--- src/uvc_defs.svh ---
// uvc application constants
`ifndef UVC_DEFS_SVH
`define UVC_DEFS_SVH

// ====================
// probe control block
`define UVC_PROBE_LEN          34
`define UVC_DEF_FRAME_INTERVAL 333333      // 100 ns units, 30 fps
`define UVC_DEF_MAX_FRAME_SIZE 614400      // 640x480 yuy2
`define UVC_DEF_CLOCK_FREQ     60000000
`define UVC_VS_INTERFACE       1
`define UVC_VS_PROBE_CONTROL   1

// ====================
// streaming side
`define UVC_PAYLOAD_SIZE       1024        // bytes per iso packet
`define UVC_ISO_ENDPT          2
`define UVC_FIFO_DEPTH         2048
`define UVC_FIFO_AFULL         1024        // enough for a full packet
`define UVC_FIFO_AEMPTY        512

// interfaces with an alternate setting
`define UVC_NUM_INF            2

`endif

--- src/usb_pkg.sv ---
// usb protocol types
package usb_pkg;

   // data pids, high bandwidth iso uses all three
   typedef enum logic [3:0] {
      PID_DATA0 = 4'b0011,
      PID_DATA1 = 4'b1011,
      PID_DATA2 = 4'b0111
   } usb_pid_e;

   // video class request codes
   typedef enum logic [7:0] {
      SET_CUR = 8'h01,
      GET_CUR = 8'h81,
      GET_DEF = 8'h87
   } req_code_e;

   typedef logic [3:0] endpt_t;   // endpoint number

endpackage

--- src/ctrl_if.sv ---


// endpoint 0 data path, already gated by endpoint
interface ep0_if;
   logic       rx_strobe;
   logic       rx_act;
   logic [7:0] rxdat;
   logic       tx_act;
   logic       tx_pop;
   logic [7:0] txdat;
   logic       txval;

   modport router (output rx_strobe, rx_act, rxdat, tx_act, tx_pop,
                   input  txdat, txval);
   modport func   (input  rx_strobe, rx_act, rxdat, tx_act, tx_pop,
                   output txdat, txval);
endinterface

--- src/endpoint_router.sv ---
// endpoint decode and data routing
`timescale 1ns/1ps
`include "uvc_defs.svh"

module endpoint_router
   import usb_pkg::*;
(
   input  logic       PHY_CLKOUT,
   input  logic       RESET_IN,
   input  endpt_t     endpt_i,
   input  logic [7:0] rxdat_i,
   input  logic       rxval_i,
   input  logic       rxact_i,
   input  logic       txact_i,
   input  logic       txpop_i,
   input  logic [7:0] fifo_rdat_i,
   output logic       fifo_pop_o,
   output logic [7:0] txdat_o,
   output logic       txval_o,
   output logic       is_ep0_o,
   output logic       is_iso_o,
   output logic       iso_done_o,
   ep0_if.router      ep0
);

   logic txact_d_q;

   assign is_ep0_o = (endpt_i == '0);
   assign is_iso_o = (endpt_i == endpt_t'(`UVC_ISO_ENDPT));

   // control endpoint strobes
   assign ep0.rx_act    = rxact_i && is_ep0_o;
   assign ep0.rx_strobe = rxval_i && rxact_i && is_ep0_o;
   assign ep0.rxdat     = rxdat_i;
   assign ep0.tx_act    = txact_i && is_ep0_o;
   assign ep0.tx_pop    = txpop_i && txact_i && is_ep0_o;

   assign fifo_pop_o = txact_i && txpop_i && is_iso_o;   // video stream
   assign txdat_o    = is_ep0_o ? ep0.txdat : fifo_rdat_i;
   assign txval_o    = is_ep0_o && ep0.txval;

   always_ff @(posedge PHY_CLKOUT or posedge RESET_IN) begin
      if (RESET_IN) begin
         txact_d_q <= 1'b0;
      end else begin
         txact_d_q <= txact_i;
      end
   end

   // end of an iso transfer
   assign iso_done_o = txact_d_q && !txact_i && is_iso_o;

endmodule

--- src/flat_wrapper.sv ---
// flat-port wrapper written by rule: the top's interface ports become plain ports
module endpoint_router_flat import usb_pkg::*;
  (PHY_CLKOUT, RESET_IN, endpt_i, rxdat_i, rxval_i, rxact_i, txact_i, txpop_i, fifo_rdat_i, fifo_pop_o, txdat_o, txval_o, is_ep0_o, is_iso_o, iso_done_o, ep0_rx_strobe, ep0_rx_act, ep0_rxdat, ep0_tx_act, ep0_tx_pop, ep0_txdat, ep0_txval);
  ep0_if ep0_i ();
  input  logic PHY_CLKOUT;
  input  logic RESET_IN;
  input  endpt_t endpt_i;
  input  logic [7:0] rxdat_i;
  input  logic rxval_i;
  input  logic rxact_i;
  input  logic txact_i;
  input  logic txpop_i;
  input  logic [7:0] fifo_rdat_i;
  output logic fifo_pop_o;
  output logic [7:0] txdat_o;
  output logic txval_o;
  output logic is_ep0_o;
  output logic is_iso_o;
  output logic iso_done_o;
  output wire logic [$bits(ep0_i.rx_strobe)-1:0] ep0_rx_strobe;
  output wire logic [$bits(ep0_i.rx_act)-1:0] ep0_rx_act;
  output wire logic [$bits(ep0_i.rxdat)-1:0] ep0_rxdat;
  output wire logic [$bits(ep0_i.tx_act)-1:0] ep0_tx_act;
  output wire logic [$bits(ep0_i.tx_pop)-1:0] ep0_tx_pop;
  input wire logic [$bits(ep0_i.txdat)-1:0] ep0_txdat;
  input wire logic [$bits(ep0_i.txval)-1:0] ep0_txval;
  assign ep0_rx_strobe = ep0_i.rx_strobe;
  assign ep0_rx_act = ep0_i.rx_act;
  assign ep0_rxdat = ep0_i.rxdat;
  assign ep0_tx_act = ep0_i.tx_act;
  assign ep0_tx_pop = ep0_i.tx_pop;
  assign ep0_i.txdat = ep0_txdat;
  assign ep0_i.txval = ep0_txval;
  endpoint_router u_core (.PHY_CLKOUT(PHY_CLKOUT), .RESET_IN(RESET_IN), .endpt_i(endpt_i), .rxdat_i(rxdat_i), .rxval_i(rxval_i), .rxact_i(rxact_i), .txact_i(txact_i), .txpop_i(txpop_i), .fifo_rdat_i(fifo_rdat_i), .fifo_pop_o(fifo_pop_o), .txdat_o(txdat_o), .txval_o(txval_o), .is_ep0_o(is_ep0_o), .is_iso_o(is_iso_o), .iso_done_o(iso_done_o), .ep0(ep0_i));
endmodule
--- config.mk ---
export PLATFORM = sky130hd
export DESIGN_NAME = endpoint_router_flat
export DESIGN_NICKNAME = d
export VERILOG_FILES = /design/src/usb_pkg.sv /design/src/ctrl_if.sv /design/src/endpoint_router.sv /design/src/flat_wrapper.sv
export VERILOG_INCLUDE_DIRS = /design/src /design/src/src
export SDC_FILE = /design/constraint.sdc
export NUM_CORES = 1
export LEC_CHECK = 0
export BUFFER_PORTS_ARGS = -buffer_cell sky130_fd_sc_hd__buf_2
export CORE_AREA = 5 5 42 44
export DETAILED_ROUTE_END_ITERATION = 7
export DIE_AREA = 0 0 47 49
export GPL_ROUTABILITY_DRIVEN = 1
export PLACE_DENSITY = 0.78
export SYNTH_ARGS = -nofsm -noshare
export SYNTH_HDL_FRONTEND = slang
export SYNTH_SLANG_ARGS = --single-unit
--- constraint.sdc ---
create_clock -name PHY_CLKOUT -period 3 [get_ports PHY_CLKOUT]
set_clock_uncertainty 0.2 [all_clocks]
set_input_delay 0.6 -clock PHY_CLKOUT [delete_from_list [all_inputs] [get_ports PHY_CLKOUT]]
set_output_delay 0.6 -clock PHY_CLKOUT [all_outputs]
set_load 0.02 [all_outputs]
## Word level (Yosys, flattened, before mapping)

Cells that the tools add are included.

- Flip-flop bits (word level): 1
- Bits in latches: 0
- RAM bits: 0
- Memory bits (read-only): 0
- Input port bits: 35
- Output and inout bits: 25
- Logic and storage cells: 15
- Memories kept: 0

- Add/subtract/negate cells: 0
- Multiply operators: 0
- Divide/modulo/power cells: 0
- Magnitude comparators: 0
- Equality and inequality tests: 1
- Shifts and indexed selects: 0
- Mux-type cells: 1
- Bitwise gates (word level): 0
- Reduce and logical (&&, ||, !) cells: 12

Operator list:

| operator | number |
|---|---|
| 1-bit logical AND | 10 |
| 8-bit two-way mux | 1 |
| 4-bit by 2-bit equality test with 1-bit output, second input constant | 1 |
| 4-bit logical NOT | 1 |
| 1-bit logical NOT | 1 |

## Longest topological paths before layout

- Depth after elaboration: 3
- Depth in mapped cells: 3

## Worst setup path before layout

OpenSTA, ideal clock, no wires.

- Path kind: input-to-output
- Start point: input endpt_i[0]
- End point: output txdat_o[2]
- Arrival time: 1.505 ns
- Path slack: 0.695 ns
- Cell stages on the path: 3
- Buffers on the path: 1
- Cells stage by stage: nor4_4 -> buf_6 -> mux2_4

- Word-level cells in the longest chain between the ends: 2

Ends and longest elaborated chain:

| item | RTL line | text |
|---|---|---|
| start, declared | flat_wrapper.sv:7 | `input endpt_t endpt_i;` |
| 4-bit logical NOT | endpoint_router.sv:28 | `assign is_ep0_o = (endpt_i == '0);` |
| via is_ep0_o | flat_wrapper.sv:17 | `output logic is_ep0_o;` |
| 8-bit two-way mux | endpoint_router.sv:39 | `assign txdat_o = is_ep0_o ? ep0.txdat : fifo_rdat_i;` |
| end, declared | flat_wrapper.sv:15 | `output logic [7:0] txdat_o;` |

The timed path passes the listed nets, and every way through them passes these cells.

## Worst setup path in the final report

- Start point: input endpt_i[0]
- End point: output txdat_o[0]

- Word-level cells in the longest chain between the ends: 2

Ends and longest elaborated chain:

| item | RTL line |
|---|---|
| 4-bit logical NOT | endpoint_router.sv:28 |
| 8-bit two-way mux | endpoint_router.sv:39 |

No other way between the ends.

==> metrics <==
status=finished clean; Critical Path Start Type=primary input; Net count, final=103; Peak VDD IR=0.0704 mV; top flop regs=u_core.txact_d_q: 1 flops; die width=47 um; placed cell area=470 um2; GP Congestion=0.675; first-pass GRT wire length=1440 um; Max Clk Rate=392 MHz; post-synthesis xor/xnor area fraction=0; initial antenna violation count=0; final setup fails=0; critical path endpoint category=primary output; Critical Path RT=2.20 ns; largest family of logic cells by synthesized area=multiplexers; Post-synth EDFFs=0; drt via density=4.24; multiplexer share of the synthesized area=0.364; largest net degree at the start of global routing=13; Hold Vio Cnt, Final=0; slew of the pin with the lowest slew margin=0.214 ns; async set-reset flop share out of synthesis=1.00; vias in the first global route=369; site row count=14; post-CTS setup buffer count=0; post-layout instance area=470 um2; Antenna diodes=0; Post-Syn Nets=66; Slew headroom=0.856; max-slew violations=0; leading area contributor after synthesis=mux2_4; routed vias=348; grt total ovfl=0; Setup TNS=0 ns; Initial Util=0.213; Synth cell types=14; largest register by flop count=u_core.txact_d_q; Mean Syn Cell Area=9.65 um2; core area=0.00140 mm2; Compound-Gate Fraction of Synth Area=0; unrepaired setup endpoints after global routing=false; Final Cycle Share=0.851; simple-gate share of the synthesized area=0.301; pwr dens=149 mW/mm2; Main synth FF type=dfrtp_1; max_cap viols=0; Tot GR Track Use=0.0752; Static Leak=0.278 nW; crit-path max FO=12; Cells after Synth=31; TritonRoute pass-1 iters=1; drt total wl=858 um; critical path arrival=1.75 ns; Seq cells post-synth=1; Period minus WS final=2.55 ns; Synth-to-Final Area Change=57.3%; fillers=158; Clock Pin Slew Worst Setup and Hold Paths=0 ns; Die Ht=49 um; count leader, synth=buf_4; Post-Synth Adder-Cell Area=0; Yosys top cell area share=0.251; post-synthesis sequential area ratio=0.0837; max reg flops=1; top cells by area, synth=mux2_4, buf_4, mux2_2, dfrtp_1, nor4_4; DRC viols=0; Post-Syn Area=299 um2; top cells by count, synth=buf_4, mux2_4, and2_1, mux2_2; ANT nets after route=0; hold_buf cts=0; share of cells above drive strength 1=0.803; Resized cells post-CTS=0; kind of critical path=primary input to primary output; Hold Crit Class=primary input to asynchronous set/reset pin; IO Count=60; die area=0.00230 mm2; port bufs=43; WL/cell=10.5 um; initial DRC count=0; DPL Wire Length=787 um; yosys warns=0
[metal layers]
| metal | vias up | GRT usage | part of all wire |
|---|---|---|---|
| li1 | 171 | - | - |
| met1 | 148 | 0.0786 | 0.32 |
| met2 | 29 | 0.154 | 0.50 |
| met3 | 0 | 0.00738 | 0.18 |
| met4 | 0 | 0.00461 | 0 |
| met5 | - | 0 | 0 |
[where the power goes]
group          total [W]  leakage (nW)  switching (W)  internal, W
sequential     0.0000146        0.0117    0.000000198    0.0000144
combinational  0.0000553         0.267      0.0000264    0.0000289
clock                  0             0              0            0
total          0.0000699         0.278      0.0000266    0.0000434
[cells in the final DEF (no fill, tap or decap), types with 2 or more instances in the layout]
cell type,n
and2_1,3
buf_2,43
mux2_2,3
mux2_4,5
nand2b_1,2
nor3_1,2
[how the worst max path moves through the flow]
stage | start | to | depth (start not counted)
after global placement | endpt_i[0] | txdat_o[1] | 5
after CTS | endpt_i[0] | txdat_o[0] | 5
final | endpt_i[0] | txdat_o[0] | 5
after floorplan | endpt_i[0] | txdat_o[2] | 3
after global routing | endpt_i[0] | txdat_o[1] | 5
after detailed placement | endpt_i[0] | txdat_o[0] | 5
[worst max-delay path: stages]
cell	delay, ns
buf_2	0.12
nor4_4	0.28
buf_4	0.24
mux2_2	0.35
buf_2	0.16
[kinds of logic after synthesis]
family,count (synthesis)
mux,8
simple gates,12
buf+inv,10
flops,1
[cell type report]
| class | instances | area, um2 | area share |
|---|---|---|---|
| inverter | 1 | 3.75 | 0.00798 |
| tap | 16 | 20.0 | 0.0426 |
| multi-input combinational | 20 | 199 | 0.423 |
| sequential | 1 | 25.0 | 0.0532 |
| timing repair buffer | 44 | 223 | 0.473 |
[metrics by stage]
stage	utilization	total power, W	hold WS [ns]	std cells	setup WS [ns]
after floorplan	-	0.0000584	0.129	31	0.695
after global placement	0.336	0.0000697	0.232	82	0.469
after detailed placement	0.336	0.0000706	0.237	82	0.441
after CTS	0.336	0.0000707	0.237	82	0.441
after global routing	0.336	0.0000749	0.256	82	0.388
final	0.336	0.0000699	0.234	82	0.448
Power figures use the tool's default switching activity.
