--- src/uvc_defs.svh ---
// uvc application constants
`ifndef UVC_DEFS_SVH
`define UVC_DEFS_SVH

// ====================
// probe control block
`define UVC_PROBE_LEN          34
`define UVC_DEF_FRAME_INTERVAL 333333      // 100 ns units, 30 fps
`define UVC_DEF_MAX_FRAME_SIZE 614400      // 640x480 yuy2
`define UVC_DEF_CLOCK_FREQ     60000000
`define UVC_VS_INTERFACE       1
`define UVC_VS_PROBE_CONTROL   1

// ====================
// streaming side
`define UVC_PAYLOAD_SIZE       1024        // bytes per iso packet
`define UVC_ISO_ENDPT          2
`define UVC_FIFO_DEPTH         2048
`define UVC_FIFO_AFULL         1024        // enough for a full packet
`define UVC_FIFO_AEMPTY        512

// interfaces with an alternate setting
`define UVC_NUM_INF            2

`endif

--- src/usb_pkg.sv ---
// usb protocol types
package usb_pkg;

   // data pids, high bandwidth iso uses all three
   typedef enum logic [3:0] {
      PID_DATA0 = 4'b0011,
      PID_DATA1 = 4'b1011,
      PID_DATA2 = 4'b0111
   } usb_pid_e;

   // video class request codes
   typedef enum logic [7:0] {
      SET_CUR = 8'h01,
      GET_CUR = 8'h81,
      GET_DEF = 8'h87
   } req_code_e;

   typedef logic [3:0] endpt_t;   // endpoint number

endpackage

--- src/uvc_pkg.sv ---
// video class types
`include "uvc_defs.svh"

package uvc_pkg;

   // byte offset into the probe block
   typedef logic [5:0] probe_idx_t;

   // probe block, element k is byte k on the wire
   typedef logic [`UVC_PROBE_LEN-1:0][7:0] probe_bytes_t;

   // fifo level, wide enough for a full fifo
   typedef logic [11:0] fifo_cnt_t;

endpackage

--- src/iso_payload_ctrl.sv ---
// iso payload length, cork and pid
`timescale 1ns/1ps
`include "uvc_defs.svh"

module iso_payload_ctrl
   import usb_pkg::*;
   import uvc_pkg::*;
(
   input  logic      PHY_CLKOUT,
   input  logic      RESET_IN,
   input  logic      txact_i,
   input  logic      is_ep0_i,
   input  logic      is_iso_i,
   input  logic      iso_done_i,
   input  logic      sof_i,
   input  logic      frame_dval_i,
   input  fifo_cnt_t fifo_cnt_i,
   input  logic      fifo_afull_i,
   input  logic      fifo_aempty_i,
   input  logic      fifo_empty_i,
   output fifo_cnt_t txdat_len_o,
   output logic      txcork_o,
   output usb_pid_e  txiso_pid_o
);

   // ====================
   // next packet size, held while a transfer runs
   always_ff @(posedge PHY_CLKOUT or posedge RESET_IN) begin
      if (RESET_IN) begin
         txdat_len_o <= fifo_cnt_t'(`UVC_PROBE_LEN);
         txcork_o    <= 1'b0;
      end else if (!txact_i) begin
         if (is_ep0_i) begin
            txdat_len_o <= fifo_cnt_t'(`UVC_PROBE_LEN);
            txcork_o    <= 1'b0;
         end else if (is_iso_i) begin
            if (fifo_afull_i) begin
               txdat_len_o <= fifo_cnt_t'(`UVC_PAYLOAD_SIZE);
               txcork_o    <= 1'b0;
            end else if (frame_dval_i || fifo_empty_i) begin
               // wait while the line is still being written
               txdat_len_o <= '0;
               txcork_o    <= 1'b1;
            end else if (fifo_aempty_i) begin
               txdat_len_o <= fifo_cnt_i;          // short packet, drain
               txcork_o    <= 1'b0;
            end else begin
               txdat_len_o <= fifo_cnt_t'(`UVC_PAYLOAD_SIZE);
               txcork_o    <= 1'b0;
            end
         end else begin
            txdat_len_o <= '0;                    // nothing to send
            txcork_o    <= 1'b1;
         end
      end
   end

   // ====================
   // high bandwidth pid, three packets per microframe
   always_ff @(posedge PHY_CLKOUT or posedge RESET_IN) begin
      if (RESET_IN) begin
         txiso_pid_o <= PID_DATA2;
      end else if (sof_i) begin
         if (fifo_afull_i) begin
            txiso_pid_o <= PID_DATA2;             // three packets
         end else if (fifo_aempty_i) begin
            txiso_pid_o <= PID_DATA0;             // one packet
         end else begin
            txiso_pid_o <= PID_DATA1;
         end
      end else if (iso_done_i) begin
         case (txiso_pid_o)
            PID_DATA2: txiso_pid_o <= PID_DATA1;
            PID_DATA1: txiso_pid_o <= PID_DATA0;
            default:   txiso_pid_o <= PID_DATA0;  // last of the microframe
         endcase
      end
   end

endmodule

--- config.mk ---
export PLATFORM = sky130hd
export DESIGN_NAME = iso_payload_ctrl
export DESIGN_NICKNAME = d
export VERILOG_FILES = /design/src/usb_pkg.sv /design/src/uvc_pkg.sv /design/src/iso_payload_ctrl.sv
export VERILOG_INCLUDE_DIRS = /design/src /design/src/src
export SDC_FILE = /design/constraint.sdc
export NUM_CORES = 1
export LEC_CHECK = 0
export ABC_CLOCK_PERIOD_IN_PS = 1200
export BUFFER_PORTS_ARGS = -buffer_cell sky130_fd_sc_hd__buf_2
export CAP_MARGIN = 20
export CORE_MARGIN = 5
export CORE_UTILIZATION = 40
export CTS_CLUSTER_DIAMETER = 60
export DETAILED_ROUTE_END_ITERATION = 7
export PLACE_DENSITY = 0.76
export SYNTH_ARGS = -nofsm -noshare
export SYNTH_HDL_FRONTEND = slang
export SYNTH_SLANG_ARGS = --single-unit
--- constraint.sdc ---
create_clock -name PHY_CLKOUT -period 1.2 [get_ports PHY_CLKOUT]
set_clock_uncertainty 0.1 [all_clocks]
set_input_delay 0 -clock PHY_CLKOUT [delete_from_list [all_inputs] [get_ports PHY_CLKOUT]]
set_output_delay 0 -clock PHY_CLKOUT [all_outputs]
set_load 0.01 [all_outputs]
Word level (Yosys, flattened, before mapping)
Cells that the tools add are included.
Operators by class
  equality and inequality tests: 1
  muxes and demuxes: 14
  reductions and logical operators: 2
Operator list (number)
  12-bit 2-to-1 mux: 5
  4-bit 2-to-1 mux: 5
  4-bit by 3-bit equality test with 1-bit output (second input constant): 1
  1-bit 2-to-1 mux: 4
  2-bit nonzero test: 1
  1-bit logical OR: 1
Word-level totals
  bits in registers: 17
  bits of input ports: 23

Longest topological paths before layout
  depth in word-level cells: 5
  mapped depth: 4
  gate-level depth less buffers: 3

Worst setup path after synthesis
OpenSTA, ideal clock, no wires.
  path type: reg2reg
  start: register txiso_pid_o[2]
  end: register txiso_pid_o[3]
  data arrival time: 0.813 ns
  data required time: 1.036 ns
  slack: 0.223 ns
  cell stages (with the launch flop): 4
  path buffers: 0
  period minus slack after synthesis: 0.977 ns
  cell sequence: dfstp_2 > nand2_1 > mux2i_1 > o21a_1
On the way
  word-level cells in the longest chain between the ends: 4
Ends and longest elaborated chain
  start: declaration: line iso_payload_ctrl.sv:23  | output usb_pid_e txiso_pid_o
  start signal: assignment: line iso_payload_ctrl.sv:62  | txiso_pid_o <= PID_DATA2;
  start signal: assignment: line iso_payload_ctrl.sv:65  | txiso_pid_o <= PID_DATA2;
  start signal: assignment: line iso_payload_ctrl.sv:67  | txiso_pid_o <= PID_DATA0;
  4-bit by 3-bit equality test with 1-bit output: line iso_payload_ctrl.sv:72  | case (txiso_pid_o)
  4-bit 2-to-1 mux: line iso_payload_ctrl.sv:72
  4-bit 2-to-1 mux: line iso_payload_ctrl.sv:71  | end else if (iso_done_i) begin
  4-bit 2-to-1 mux: line iso_payload_ctrl.sv:63  | end else if (sof_i) begin
Every way passes these cells. The select of a mux whose other input is x is not followed.
A chain may end at the register's enable or synchronous reset.

Worst setup path after layout
  start: input port is_ep0_i
  end: register txdat_len_o[9]
On the way
  word-level cells in the longest chain between the ends: 1
Ends and longest elaborated chain
  start: declaration: line iso_payload_ctrl.sv:12  | input logic is_ep0_i,
  12-bit 2-to-1 mux: line iso_payload_ctrl.sv:33  | if (is_ep0_i) begin
  end signal: assignment: line iso_payload_ctrl.sv:30  | txdat_len_o <= fifo_cnt_t'(`UVC_PROBE_LEN);
  end signal: assignment: line iso_payload_ctrl.sv:34  | txdat_len_o <= fifo_cnt_t'(`UVC_PROBE_LEN);
  end signal: assignment: line iso_payload_ctrl.sv:38  | txdat_len_o <= fifo_cnt_t'(`UVC_PAYLOAD_SIZE);
  end: declaration: line iso_payload_ctrl.sv:21  | output fifo_cnt_t txdat_len_o,
Every way passes these cells.

==> impl_metrics.py <==
metrics = {
    "outcome": {
        "status": "finished, final reports clean",
    },
    "grt": {
        "grt_use_met2_pct": 27.3,
        "grt-ovfl-total": 0,
        "grt_pass1_vias": 709,
        "met3_usage_pct": 3.01,
        "grt_pass1_wl_mm": 3.00,
        "globalRoute.busiestLayer": "met2",
        "grt_max_degree": 16,
        "grt_use_total_pct": 15.3,
        "antenna_found_initial": 0,
        "grtUsageMet1_pct": 17.3,
    },
    "sta": {
        "fin_tns_setup_ns": 0,
        "slew_viol_final": 0,
        "finalSetupViolCount": 0,
        "fmax_mhz": 855,
        "setup_ws_ns": 0.0306,
        "hold_viol_final": 0,
        "finalCritPeriodShare_pct": 97.4,
        "fin_crit_ns": 1.17,
        "rsz0062_at_grt": "no",
        "maxSlewHeadroom_pct": 63.5,
        "whs_ns": 0.164,
        "tightest_slew_ns": 0.547,
    },
    "power_and_ir_drop": {
        "ir_drop_mv": 0.625,
        "powerDensity_mw_per_mm2": 931,
        "power.total_mw": 1.01,
        "p_leak_nw": 0.566,
    },
    "min_path": {
        "min_from": "frame_dval_i",
        "hold_path_class": "primary input to flop",
        "hold_depth": 4,
        "min_to": "txdat_len_o[2]",
    },
    "worst_setup_path": {
        "slowest_delay_ns": 0.55,
        "r2r_start": "txiso_pid_o[2]",
        "rrSetupSlack_ns": 0.19,
        "cp.arrival_ns": 1.28,
        "crit_path_cell_trace": "dlygate4sd3_1 > buf_2 > nor2_4 > and4_4 > a22o_1",
        "crit_required_ns": 1.31,
        "worstSetupPathType": "primary input to flop",
        "end_kind": "flop",
        "crit_path_start_kind": "primary input",
        "crit_fanout": 5,
        "rr_endpoint": "txiso_pid_o[3]",
        "critPathSlowestCell": "dlygate4sd3_1",
        "ff2ff_path_depth": 3,
    },
    "routing": {
        "routed_via_density": 5.06,
        "wl_per_cell_um": 14.6,
        "vias": 648,
        "drc": 0,
        "drtIter0Drc": 7,
        "wl_mm": 1.87,
        "antenna_left": 0,
        "firstDrtPassIters": 4,
    },
    "synthesis": {
        "yosysWarnings": 0,
        "synth_most_common_cell": "dfrtp_1",
        "synth_common_cells": "dfrtp_1, a22o_1, dfstp_2, nor2b_1",
        "synth.distinct_cells": 20,
        "syn_avg_cell_area_um2": 12.4,
        "synth.area.top_cells": "dfrtp_1, a22o_1, dfstp_2, nor2b_1, buf_4",
        "ys_ff_latch": 15,
        "yosysTopAreaCell": "dfrtp_1",
        "seq_area_frac_synth_pct": 59.9,
        "netlist.area_leader.share_pct": 47.4,
        "ys_async_sr_fraction_pct": 100,
        "synthCells": 51,
        "synth_edf_count": 0,
        "syn_area_um2": 633,
        "synth_flop_cell": "dfrtp_1",
    },
    "placed_design": {
        "routabilityCongestion": 0.652,
        "io_buffers": 37,
        "place_area_um2": 818,
        "pre_cts_slack_ns": 0.215,
        "hpwl_mm": 1.09,
    },
    "floorplanning": {
        "initial_core_util_pct": 42.0,
        "die-area_mm2": 0.00248,
        "die_h_um": 49.8,
        "io_pins": 40,
        "die_x_um": 49.8,
        "core_area_mm2": 0.00151,
        "core.rowCount": 14,
    },
    "cells_and_area": {
        "fill_cells": 111,
        "syn2layout_area_growth_pct": 71.5,
        "finalInstanceArea_mm2": 0.00109,
        "nets": 136,
        "diodes": 0,
        "layout-drive-gt1-share_pct": 44.6,
    },
    "clock_tree": {
        "clockBufferDepth": 2,
        "cts.htree.levels": 1,
        "post_cts_buffers": 0,
        "path_clk_slew_ns": 0.08,
        "cts_tree": "built",
        "clk_latency_ns": 0.27,
        "cts_buffers": 3,
        "cts.sinks": 15,
        "cts-root-buf": "clkbuf_4",
    },
    "flow_run": {
        "maxCapViolCount": 0,
    },
}
-- cells in the final DEF (no fill, tap or decap) --
cell,count
a21oi_1,2
conb_1,2
a22o_1,11
o41ai_2,1
nor2_1,1
nor2_2,1
nor2b_4,1
clkbuf_1,1
nand2_1,2
o21a_1,1
mux2i_1,1
dfrtp_1,12
dlygate4sd3_1,21
and4_4,2
o21ai_0,2
buf_4,1
clkbuf_4,3
inv_1,1
buf_2,37
nand4_1,2
nor2_4,1
nor2b_1,3
dfstp_2,3
-- routing by layer --
metal	vias to the layer above	routed length, um
met5	-	0
met4	0	22
met3	2	134
met2	29	993
met1	306	717
li1	311	-
-- critical path: cells and delay by family --
kind            cells  cell delay, ns
buf+inv             2            0.71
simple gates        2            0.44
compound gates      1            0.14
-- sequential cells by signal, indices dropped and copies added, names as in the netlist --
register,flops
txdat_len_o,12
txcork_o,1
txiso_pid_o,2
-- worst max path at each step --
stage / start / depth (start not counted) / endpoint
final: is_ep0_i / 5 / txdat_len_o[9]
after CTS: txact_i / 5 / txdat_len_o[9]
after floorplan: txiso_pid_o[2] / 3 / txiso_pid_o[3]
after global placement: txiso_pid_o[2] / 3 / txiso_pid_o[3]
after detailed placement: txiso_pid_o[2] / 3 / txiso_pid_o[3]
after global routing: txact_i / 5 / txdat_len_o[0]
-- what timing repair did --
item / in CTS / in global routing
endpoints found under the hold margin: 27 / 0
hold buffers: 21 / 0
resized for setup: 0 / 5
endpoints found under the setup margin: 0 / 9
-- power breakdown --
part | switching [mW] | leakage [nW] | internal (mW)
Combinational | 0.0859 | 0.356 | 0.110
Sequential | 0.0112 | 0.195 | 0.531
Clock | 0.145 | 0.0150 | 0.129
-- logic make-up after synthesis --
family                 share of synthesized area, %
AO/OA/AOI/OAI                                  20.9
flip-flops                                     59.9
AND/OR/NAND/NOR                                11.5
buffers and inverters                          5.53
multiplexers                                   1.58
other                                         0.592
-- layout make-up --
type / count / area (um^2) / share of cell area (%)
Clock buffer: 4 / 26.3 / 2.42
Multi-Input combinational cell: 33 / 254 / 23.4
Timing Repair Buffer: 59 / 403 / 37.1
Sequential cell: 15 / 379 / 34.9
Inverter: 1 / 3.75 / 0.346
Tap cell: 16 / 20.0 / 1.84
-- through the flow --
step | instances | utilization (%)
floorplan | 52 | -
detailed placement | 102 | 54.3
global placement | 102 | 54.3
finish | 128 | 72.1
global route | 128 | 72.1
CTS | 127 | 70.0
Note: power is estimated with default switching activity, not from simulation.
