### config.mk
export PLATFORM = sky130hd
export DESIGN_NAME = setup_parser_flat
export DESIGN_NICKNAME = d
export VERILOG_FILES = /design/src/usb_pkg.sv /design/src/ctrl_if.sv /design/src/setup_parser.sv /design/src/flat_wrapper.sv
export VERILOG_INCLUDE_DIRS = /design/src /design/src/src
export SDC_FILE = /design/constraint.sdc
export NUM_CORES = 1
export LEC_CHECK = 0
export BUFFER_PORTS_ARGS = -buffer_cell sky130_fd_sc_hd__clkbuf_2
export CORE_MARGIN = 5
export CORE_UTILIZATION = 50
export CTS_BUF_LIST = sky130_fd_sc_hd__clkbuf_16
export DETAILED_ROUTE_END_ITERATION = 12
export GPL_TIMING_DRIVEN = 1
export PLACE_DENSITY = 0.73
export SLEW_MARGIN = 20
export SYNTH_ARGS = -nofsm -noshare
export SYNTH_HDL_FRONTEND = slang
export SYNTH_SLANG_ARGS = --single-unit
### constraint.sdc
create_clock -name PHY_CLKOUT -period 2.4 [get_ports PHY_CLKOUT]
set_input_delay 0.12 -clock PHY_CLKOUT [delete_from_list [all_inputs] [get_ports PHY_CLKOUT]]
set_output_delay 0.12 -clock PHY_CLKOUT [all_outputs]
set_load 0.005 [all_outputs]
### src/uvc_defs.svh
// uvc application constants
`ifndef UVC_DEFS_SVH
`define UVC_DEFS_SVH

// ====================
// probe control block
`define UVC_PROBE_LEN          34
`define UVC_DEF_FRAME_INTERVAL 333333      // 100 ns units, 30 fps
`define UVC_DEF_MAX_FRAME_SIZE 614400      // 640x480 yuy2
`define UVC_DEF_CLOCK_FREQ     60000000
`define UVC_VS_INTERFACE       1
`define UVC_VS_PROBE_CONTROL   1

// ====================
// streaming side
`define UVC_PAYLOAD_SIZE       1024        // bytes per iso packet
`define UVC_ISO_ENDPT          2
`define UVC_FIFO_DEPTH         2048
`define UVC_FIFO_AFULL         1024        // enough for a full packet
`define UVC_FIFO_AEMPTY        512

// interfaces with an alternate setting
`define UVC_NUM_INF            2

`endif

### src/usb_pkg.sv
// usb protocol types
package usb_pkg;

   // data pids, high bandwidth iso uses all three
   typedef enum logic [3:0] {
      PID_DATA0 = 4'b0011,
      PID_DATA1 = 4'b1011,
      PID_DATA2 = 4'b0111
   } usb_pid_e;

   // video class request codes
   typedef enum logic [7:0] {
      SET_CUR = 8'h01,
      GET_CUR = 8'h81,
      GET_DEF = 8'h87
   } req_code_e;

   typedef logic [3:0] endpt_t;   // endpoint number

endpackage

### src/ctrl_if.sv
// endpoint 0 control interfaces
`timescale 1ns/1ps

// request summary from the setup parser
interface ctrl_req_if;
   logic        setup_done;   // strobe after byte 8
   logic        probe_get;    // get_cur or get_def on the probe
   logic        probe_set;    // set_cur on the probe
   logic [15:0] w_length;

   modport src (output setup_done, probe_get, probe_set, w_length);
   modport dst (input  setup_done, probe_get, probe_set, w_length);
endinterface


### src/setup_parser.sv
// setup packet parser
`timescale 1ns/1ps
`include "uvc_defs.svh"

module setup_parser
   import usb_pkg::*;
(
   input  logic       PHY_CLKOUT,
   input  logic       RESET_IN,
   input  logic       setup_i,
   input  logic       rxval_i,
   input  logic [7:0] rxdat_i,
   ctrl_req_if.src    req
);

   logic [2:0]  stage_q;         // setup byte counter
   req_code_e   b_request_q;
   logic [7:0]  w_value_hi_q;    // control selector
   logic [7:0]  w_index_lo_q;    // interface number
   logic [15:0] w_length_q;
   logic        done_q;
   logic        get_q;
   logic        set_q;
   logic        is_probe;

   assign is_probe = (w_index_lo_q == 8'(`UVC_VS_INTERFACE)) &&
                     (w_value_hi_q == 8'(`UVC_VS_PROBE_CONTROL));

   // request fields
   always_ff @(posedge PHY_CLKOUT) begin
      if (setup_i && rxval_i) begin
         case (stage_q)
            3'd1:    b_request_q      <= req_code_e'(rxdat_i);
            3'd3:    w_value_hi_q     <= rxdat_i;
            3'd4:    w_index_lo_q     <= rxdat_i;
            3'd6:    w_length_q[7:0]  <= rxdat_i;
            3'd7:    w_length_q[15:8] <= rxdat_i;
            default: ;                 // request type, wvalue lo, windex hi
         endcase
      end
   end

   always_ff @(posedge PHY_CLKOUT or posedge RESET_IN) begin
      if (RESET_IN) begin
         stage_q <= '0;
         done_q  <= 1'b0;
         get_q   <= 1'b0;
         set_q   <= 1'b0;
      end else begin
         done_q <= 1'b0;
         if (!setup_i) begin
            stage_q <= '0;
         end else if (rxval_i) begin
            stage_q <= stage_q + 3'd1;   // wraps after byte 8
            if (stage_q == 3'd0) begin
               get_q <= 1'b0;           // a new request drops the old one
               set_q <= 1'b0;
            end
            if (stage_q == 3'd7) begin
               done_q <= 1'b1;
               get_q  <= is_probe && ((b_request_q == GET_CUR) || (b_request_q == GET_DEF));
               set_q  <= is_probe && (b_request_q == SET_CUR);
            end
         end
      end
   end

   assign req.setup_done = done_q;
   assign req.probe_get  = get_q;
   assign req.probe_set  = set_q;
   assign req.w_length   = w_length_q;

endmodule

### src/flat_wrapper.sv
// flat-port wrapper written by rule: the top's interface ports become plain ports
module setup_parser_flat import usb_pkg::*;
  (PHY_CLKOUT, RESET_IN, setup_i, rxval_i, rxdat_i, req_setup_done, req_probe_get, req_probe_set, req_w_length);
  ctrl_req_if req_i ();
  input  logic PHY_CLKOUT;
  input  logic RESET_IN;
  input  logic setup_i;
  input  logic rxval_i;
  input  logic [7:0] rxdat_i;
  output wire logic [$bits(req_i.setup_done)-1:0] req_setup_done;
  output wire logic [$bits(req_i.probe_get)-1:0] req_probe_get;
  output wire logic [$bits(req_i.probe_set)-1:0] req_probe_set;
  output wire logic [$bits(req_i.w_length)-1:0] req_w_length;
  assign req_setup_done = req_i.setup_done;
  assign req_probe_get = req_i.probe_get;
  assign req_probe_set = req_i.probe_set;
  assign req_w_length = req_i.w_length;
  setup_parser u_core (.PHY_CLKOUT(PHY_CLKOUT), .RESET_IN(RESET_IN), .setup_i(setup_i), .rxval_i(rxval_i), .rxdat_i(rxdat_i), .req(req_i));
endmodule
After elaboration in Yosys (flattened, before gate mapping):

Index checks and enable logic that the tools add are counted.

* $add $sub $neg: 1
* equal/unequal tests: 11
* muxes and demuxes: 8
* reductions and logical operators: 13

Operators with widths (number)
* $eq A8 B1 Y1 const B: 3
* $eq A8 B8 Y1 const B: 2
* $reduce_and A2 Y1: 5
* $eq A3 B3 Y1 const B: 3
* $mux W1: 6
* $mux W3: 2
* $logic_and A1 B1 Y1: 4
* $add A3 B1 Y3 const B: 1
* $eq A3 B1 Y1 const B: 1
* $eq A3 B2 Y1 const B: 1
* $logic_not A3 Y1: 1
* $reduce_and A3 Y1: 1
* $ne A2 B1 Y1 const B: 1
* $reduce_bool A2 Y1: 1
* $logic_or A1 B1 Y1: 1

* bits in registers: 46
* bits of input ports: 12
* output and inout bits: 19
* logic and storage cells: 42

Depth between registers and ports, before layout:

* depth in word-level cells: 4
* gate-level depth with buffers: 5
* gate-level depth less buffers: 5

Least setup slack after synthesis:

OpenSTA, ideal clock, no wires.

* path kind: flip-flop to flip-flop
* start: reg u_core.stage_q[1]
* end: reg u_core.b_request_q[0], enable pin
* library setup time: 0.385 ns
* data arrival time: 1.262 ns
* path slack: 0.752 ns
* stages on the path, launching flop included: 4
* path buffers: 0
* path through: dfrtp_1 inv_1 ha_1 nor3b_1

* cells in the longest elaborated chain, start to end: 2

Ends and longest elaborated chain
* start, declared: RTL line setup_parser.sv:16 `logic [2:0] stage_q;`
* start signal, assigned: RTL line setup_parser.sv:54 `stage_q <= stage_q + 3'd1;`
* $eq A3 B1 Y1: RTL line setup_parser.sv:32 `case (stage_q)`
* $reduce_and A2 Y1 (no source line)
* end signal, assigned: RTL line setup_parser.sv:33 `3'd1: b_request_q <= req_code_e'(rxdat_i);`
* end, declared: RTL line setup_parser.sv:17 `req_code_e b_request_q;`

Every way passes these cells.
A chain may end at the register's enable or synchronous reset.

Worst setup path after layout:

* start: reg u_core.stage_q[0]
* end: reg u_core.get_q, in the netlist u_core.req.probe_get

* cells in the longest elaborated chain, start to end: 3

Ends and longest elaborated chain
* $eq A3 B3 Y1 / $logic_not A3 Y1 (equally long branches): RTL line setup_parser.sv:59, setup_parser.sv:55
* $reduce_bool A2 Y1 (no source line)
* $reduce_and A3 Y1 (no source line)
* end signal, assigned: RTL line setup_parser.sv:61 `get_q <= is_probe && ((b_request_q == GET_CUR) || (b_request_q == GET_DEF));`
* end, declared: RTL line setup_parser.sv:22 `logic get_q;`

Parallel ways exist; a longest one is shown, timed or not.

==> results_tabular.tex <==
\begin{tabular}{lr}
\hline
Metric & Value \\
\hline
\multicolumn{2}{l}{\textbf{GRT}} \\
Pin count of the biggest net entering global routing & 15 \\
Initial antenna violation count & 0 \\
Vias in the first global route & 925 \\
Combined global-route utilization of all metal layers & 14.0\% \\
First-pass GRT wire length & 4370 um \\
Overflow left after global routing & 0 \\
\multicolumn{2}{l}{\textbf{Clock network}} \\
Number of gates given a new drive strength after cts & 0 \\
Maximum level of the CTS H-tree & 2 \\
TritonCTS Buffers & 5 \\
\# Post-CTS Setup Buffers & 0 \\
Clock edge transition at the registers on the reported setup and hold paths & 0.06 ns \\
Number of buffers added to fix hold violations after cts & 1 \\
Clock net sink count & 46 \\
CTS tree & done \\
Root Driver & clkbuf\_16 \\
Clock latency of the later-clocked register in the worst-skew pair & 0.27 ns \\
Number of buffers on the longest clock path & 2 \\
\multicolumn{2}{l}{\textbf{Pwr}} \\
Leakage & 0.792 nW \\
Internal Pwr Total & $\sim$1.3 mW \\
Max rail drop VDD & 0.605 mV \\
Clock power frac & 39.6\% \\
Proportion of total power due to net switching & about 18\% \\
Proportion of power drawn by flip-flops and latches & 56.9\% \\
Switching pwr & between 200 and 300 uW \\
Combinational group share of total power & 3.5\% \\
Pwr Density & approximately 780 nW/um2 \\
\multicolumn{2}{l}{\textbf{Floorplan}} \\
Width of the chip & slightly below 70 um \\
Height of the chip & slightly below 70 um \\
Placeable core area & 3100 um2 \\
Initial Util & 53.2\% \\
Number of placed I/O pins & 31 \\
Number of standard-cell rows in the floorplan & 20 \\
Die ar. & 4550 um2 \\
\multicolumn{2}{l}{\textbf{Placement}} \\
Pre-CTS setup slack & 0.698 ns \\
Total half-perimeter wirelength after legalization and detailed placement & 1980 um \\
Number of port buffers & 30 \\
Global placer's final weighted congestion & 0.717 \\
\multicolumn{2}{l}{\textbf{Worst setup path}} \\
Worst reg-to-reg path cell count & 5 \\
Arrival time of data at the critical path endpoint & approximately 1.9 ns \\
Crit-path max FO & 4 \\
Critical path class & register to register \\
Reg-to-Reg Start & u\_core.stage\_q[0] \\
Capturing element type of the critical path & register \\
Critical Path Source & u\_core.stage\_q[0] \\
Required time of the critical path & 2.58 ns \\
Worst setup path endpoint & u\_core.req.probe\_get \\
Worst reg2reg endpoint & u\_core.req.probe\_get \\
Reg2Reg Setup Slack & 0.70 ns \\
Launching element type of the critical path & register \\
\multicolumn{2}{l}{\textbf{STA}} \\
Peak clock frequency supported by timing & 0.589 GHz \\
Total count of max-transition violations in the final report & 0 \\
Final-layout setup total negative slack & 0 ns \\
Measured slew at the worst slew-check pin & 0.679 ns \\
RSZ-0062 raised after global routing & false \\
Final period utilization & a little over two thirds \\
Slew margin rel. & 54.5\% \\
Final critical-path required period & 1.70 ns \\
Final critical-path setup slack & 0.701 ns \\
Final-report setup violation count & 0 \\
Clock tree skew after final layout & 0.00335 ns \\
Hold Fails Final Rpt & 0 \\
\multicolumn{2}{l}{\textbf{Layout}} \\
Relative area change from synthesis to final layout & 22.1\% \\
Post-layout nets & 145 \\
Fraction of final layout cells with drive strength greater than 1 & 29.7\% \\
Final antenna diode count & 0 \\
\multicolumn{2}{l}{\textbf{Routing}} \\
Vias post-DR & approximately 870 \\
ANT nets after route & 0 \\
Total DRC errors in the routed layout & 0 \\
DR pass1 iterations & 4 \\
Detailed Route Iter0 Violations & 35 \\
Routed len/inst & 16.0 um \\
Post-detailed-routing wire length & 2740 um \\
Via count normalized by instance count & about 5 \\
\multicolumn{2}{l}{\textbf{Status}} \\
Status & completed \\
\multicolumn{2}{l}{\textbf{Synthesis}} \\
Cell count after synthesis & 88 \\
Area of the mapped netlist & between 1500 and 2000 um2 \\
Net Count, Synth & roughly 110 \\
Flops \& latches, synth & 46 \\
Synthesis Warnings & 0 \\
Synthesized area per cell & about 19 um2 \\
Seq/Total Area, Yosys & 81.9\% \\
Distinct cell type count after synthesis & 23 \\
\multicolumn{2}{l}{\textbf{Job}} \\
Number of max-cap violations & 0 \\
\multicolumn{2}{l}{\textbf{Worst hold path}} \\
Min-Delay Path Class & input port to register \\
\hline
\end{tabular}
state kept, by name, summed over array words and instances (netlist names):
| signal | cells |
|---|---|
| u_core.stage_q | 3 |
| u_core.w_index_lo_q | 8 |
| u_core.req.probe_set | 1 |
| u_core.req.w_length | 16 |
| u_core.w_value_hi_q | 8 |
| u_core.b_request_q | 8 |
| u_core.req.setup_done | 1 |
| u_core.req.probe_get | 1 |
layout make-up:
| type | instances | area [um2] |
|---|---|---|
| inverter | 4 | 15.0 |
| clock buffer | 5 | 125 |
| fill | 235 | 1090 |
| timing repair buffer | 33 | 175 |
| sequential | 46 | 1350 |
| multi-input combinational | 37 | 279 |
| tap | 44 | 55.1 |
| clock inverter | 3 | 15.0 |
kinds of logic after synthesis:
kind of cell | synth area share, %
DFF | 81.9
and+or+nand+nor | 7.96
adders and majority gates | 4.55
AOI/OAI and AO/OA | 2.12
buffers and inverters | 1.21
xor gates and xnor gates | 1.06
muxes | 1.21
worst max-delay path, cell delays in order (launching register included):
cell and delay (ns):
dfrtp_1 0.42, inv_1 0.09, ha_1 0.17, mux2i_1 0.11, or4_1 0.56, o31ai_1 0.25
cell usage in the layout (no fill, tap or decap), types with 2 or more instances in the layout:
cell type / instances
inv_1: 6
mux2i_1: 2
and3_1: 3
dfrtp_1: 6
o21ai_0: 2
buf_4: 2
or4_1: 2
nor4b_1: 3
o31ai_1: 2
edfxtp_1: 40
clkbuf_16: 5
nor2_1: 2
ha_1: 6
clkbuf_2: 30
nand2_1: 5
layer usage:
metal / vias up / track usage, % / wire length (um)
met2: 31 / 23.3 / 1350
met3: 7 / 3.83 / 162
met1: 414 / 17.0 / 1200
met5: - / 0 / 0
li1: 415 / - / -
met4: 0 / 6.08 / 37
stage by stage:
stage | utilization, % | area (um2) | cells | hold WS, ns | total power [mW]
after floorplan | - | 1650 | 88 | -0.0890 | 0.933
after global placement | 60.1 | 1870 | 163 | 0.0218 | 0.957
after detailed placement | 60.1 | 1870 | 163 | 0.0269 | 0.961
after CTS | 65.0 | 2020 | 172 | 0.0797 | 1.59
after global routing | 65.0 | 2020 | 172 | 0.0906 | 1.63
final | 65.0 | 2020 | 172 | 0.0921 | 1.57
power by group through the flow:
stage               Clock (mW)  Sequential [mW]  Combinational (mW)
floorplan                    0            0.905              0.0275
global placement             0            0.906              0.0513
detailed placement           0            0.907              0.0538
CTS                      0.640            0.890              0.0559
global route             0.671            0.891              0.0634
finish                   0.620            0.891              0.0547
cell usage after synthesis:
cell type	number	share of area (%)
edfxtp_1	40	73
dfrtp_1	6	9.1
ha_1	6	4.5
nand2_1	5	1.1
inv_1	4	0.91
and3_1	3	1.1
nor4b_1	3	1.6
mux2i_1	2	1.2
nor2_1	2	0.46
o21ai_0	2	0.61
o31ai_1	2	0.91
or4_1	2	0.91
and2_1	1	0.38
buf_2	1	0.30
nand2b_1	1	0.38
nand4_1	1	0.38
nor2b_1	1	0.38
nor3b_1	1	0.46
nor4_1	1	0.38
o211a_1	1	0.61
or3_1	1	0.38
xnor2_1	1	0.53
xor2_1	1	0.53
worst min-delay path by stage:
stage	from	end	slack [ns]	cells after the start
global route	rxdat_i[2]	u_core.w_value_hi_q[2]	0.09	1
CTS	rxdat_i[6]	u_core.b_request_q[6]	0.08	1
floorplan	RESET_IN	u_core.req.probe_get	-0.09	1
finish	rxdat_i[6]	u_core.b_request_q[6]	0.09	1
detailed placement	RESET_IN	u_core.req.setup_done	0.03	2
global placement	RESET_IN	u_core.req.probe_set	0.02	2
Power figures use the tool's default switching activity.
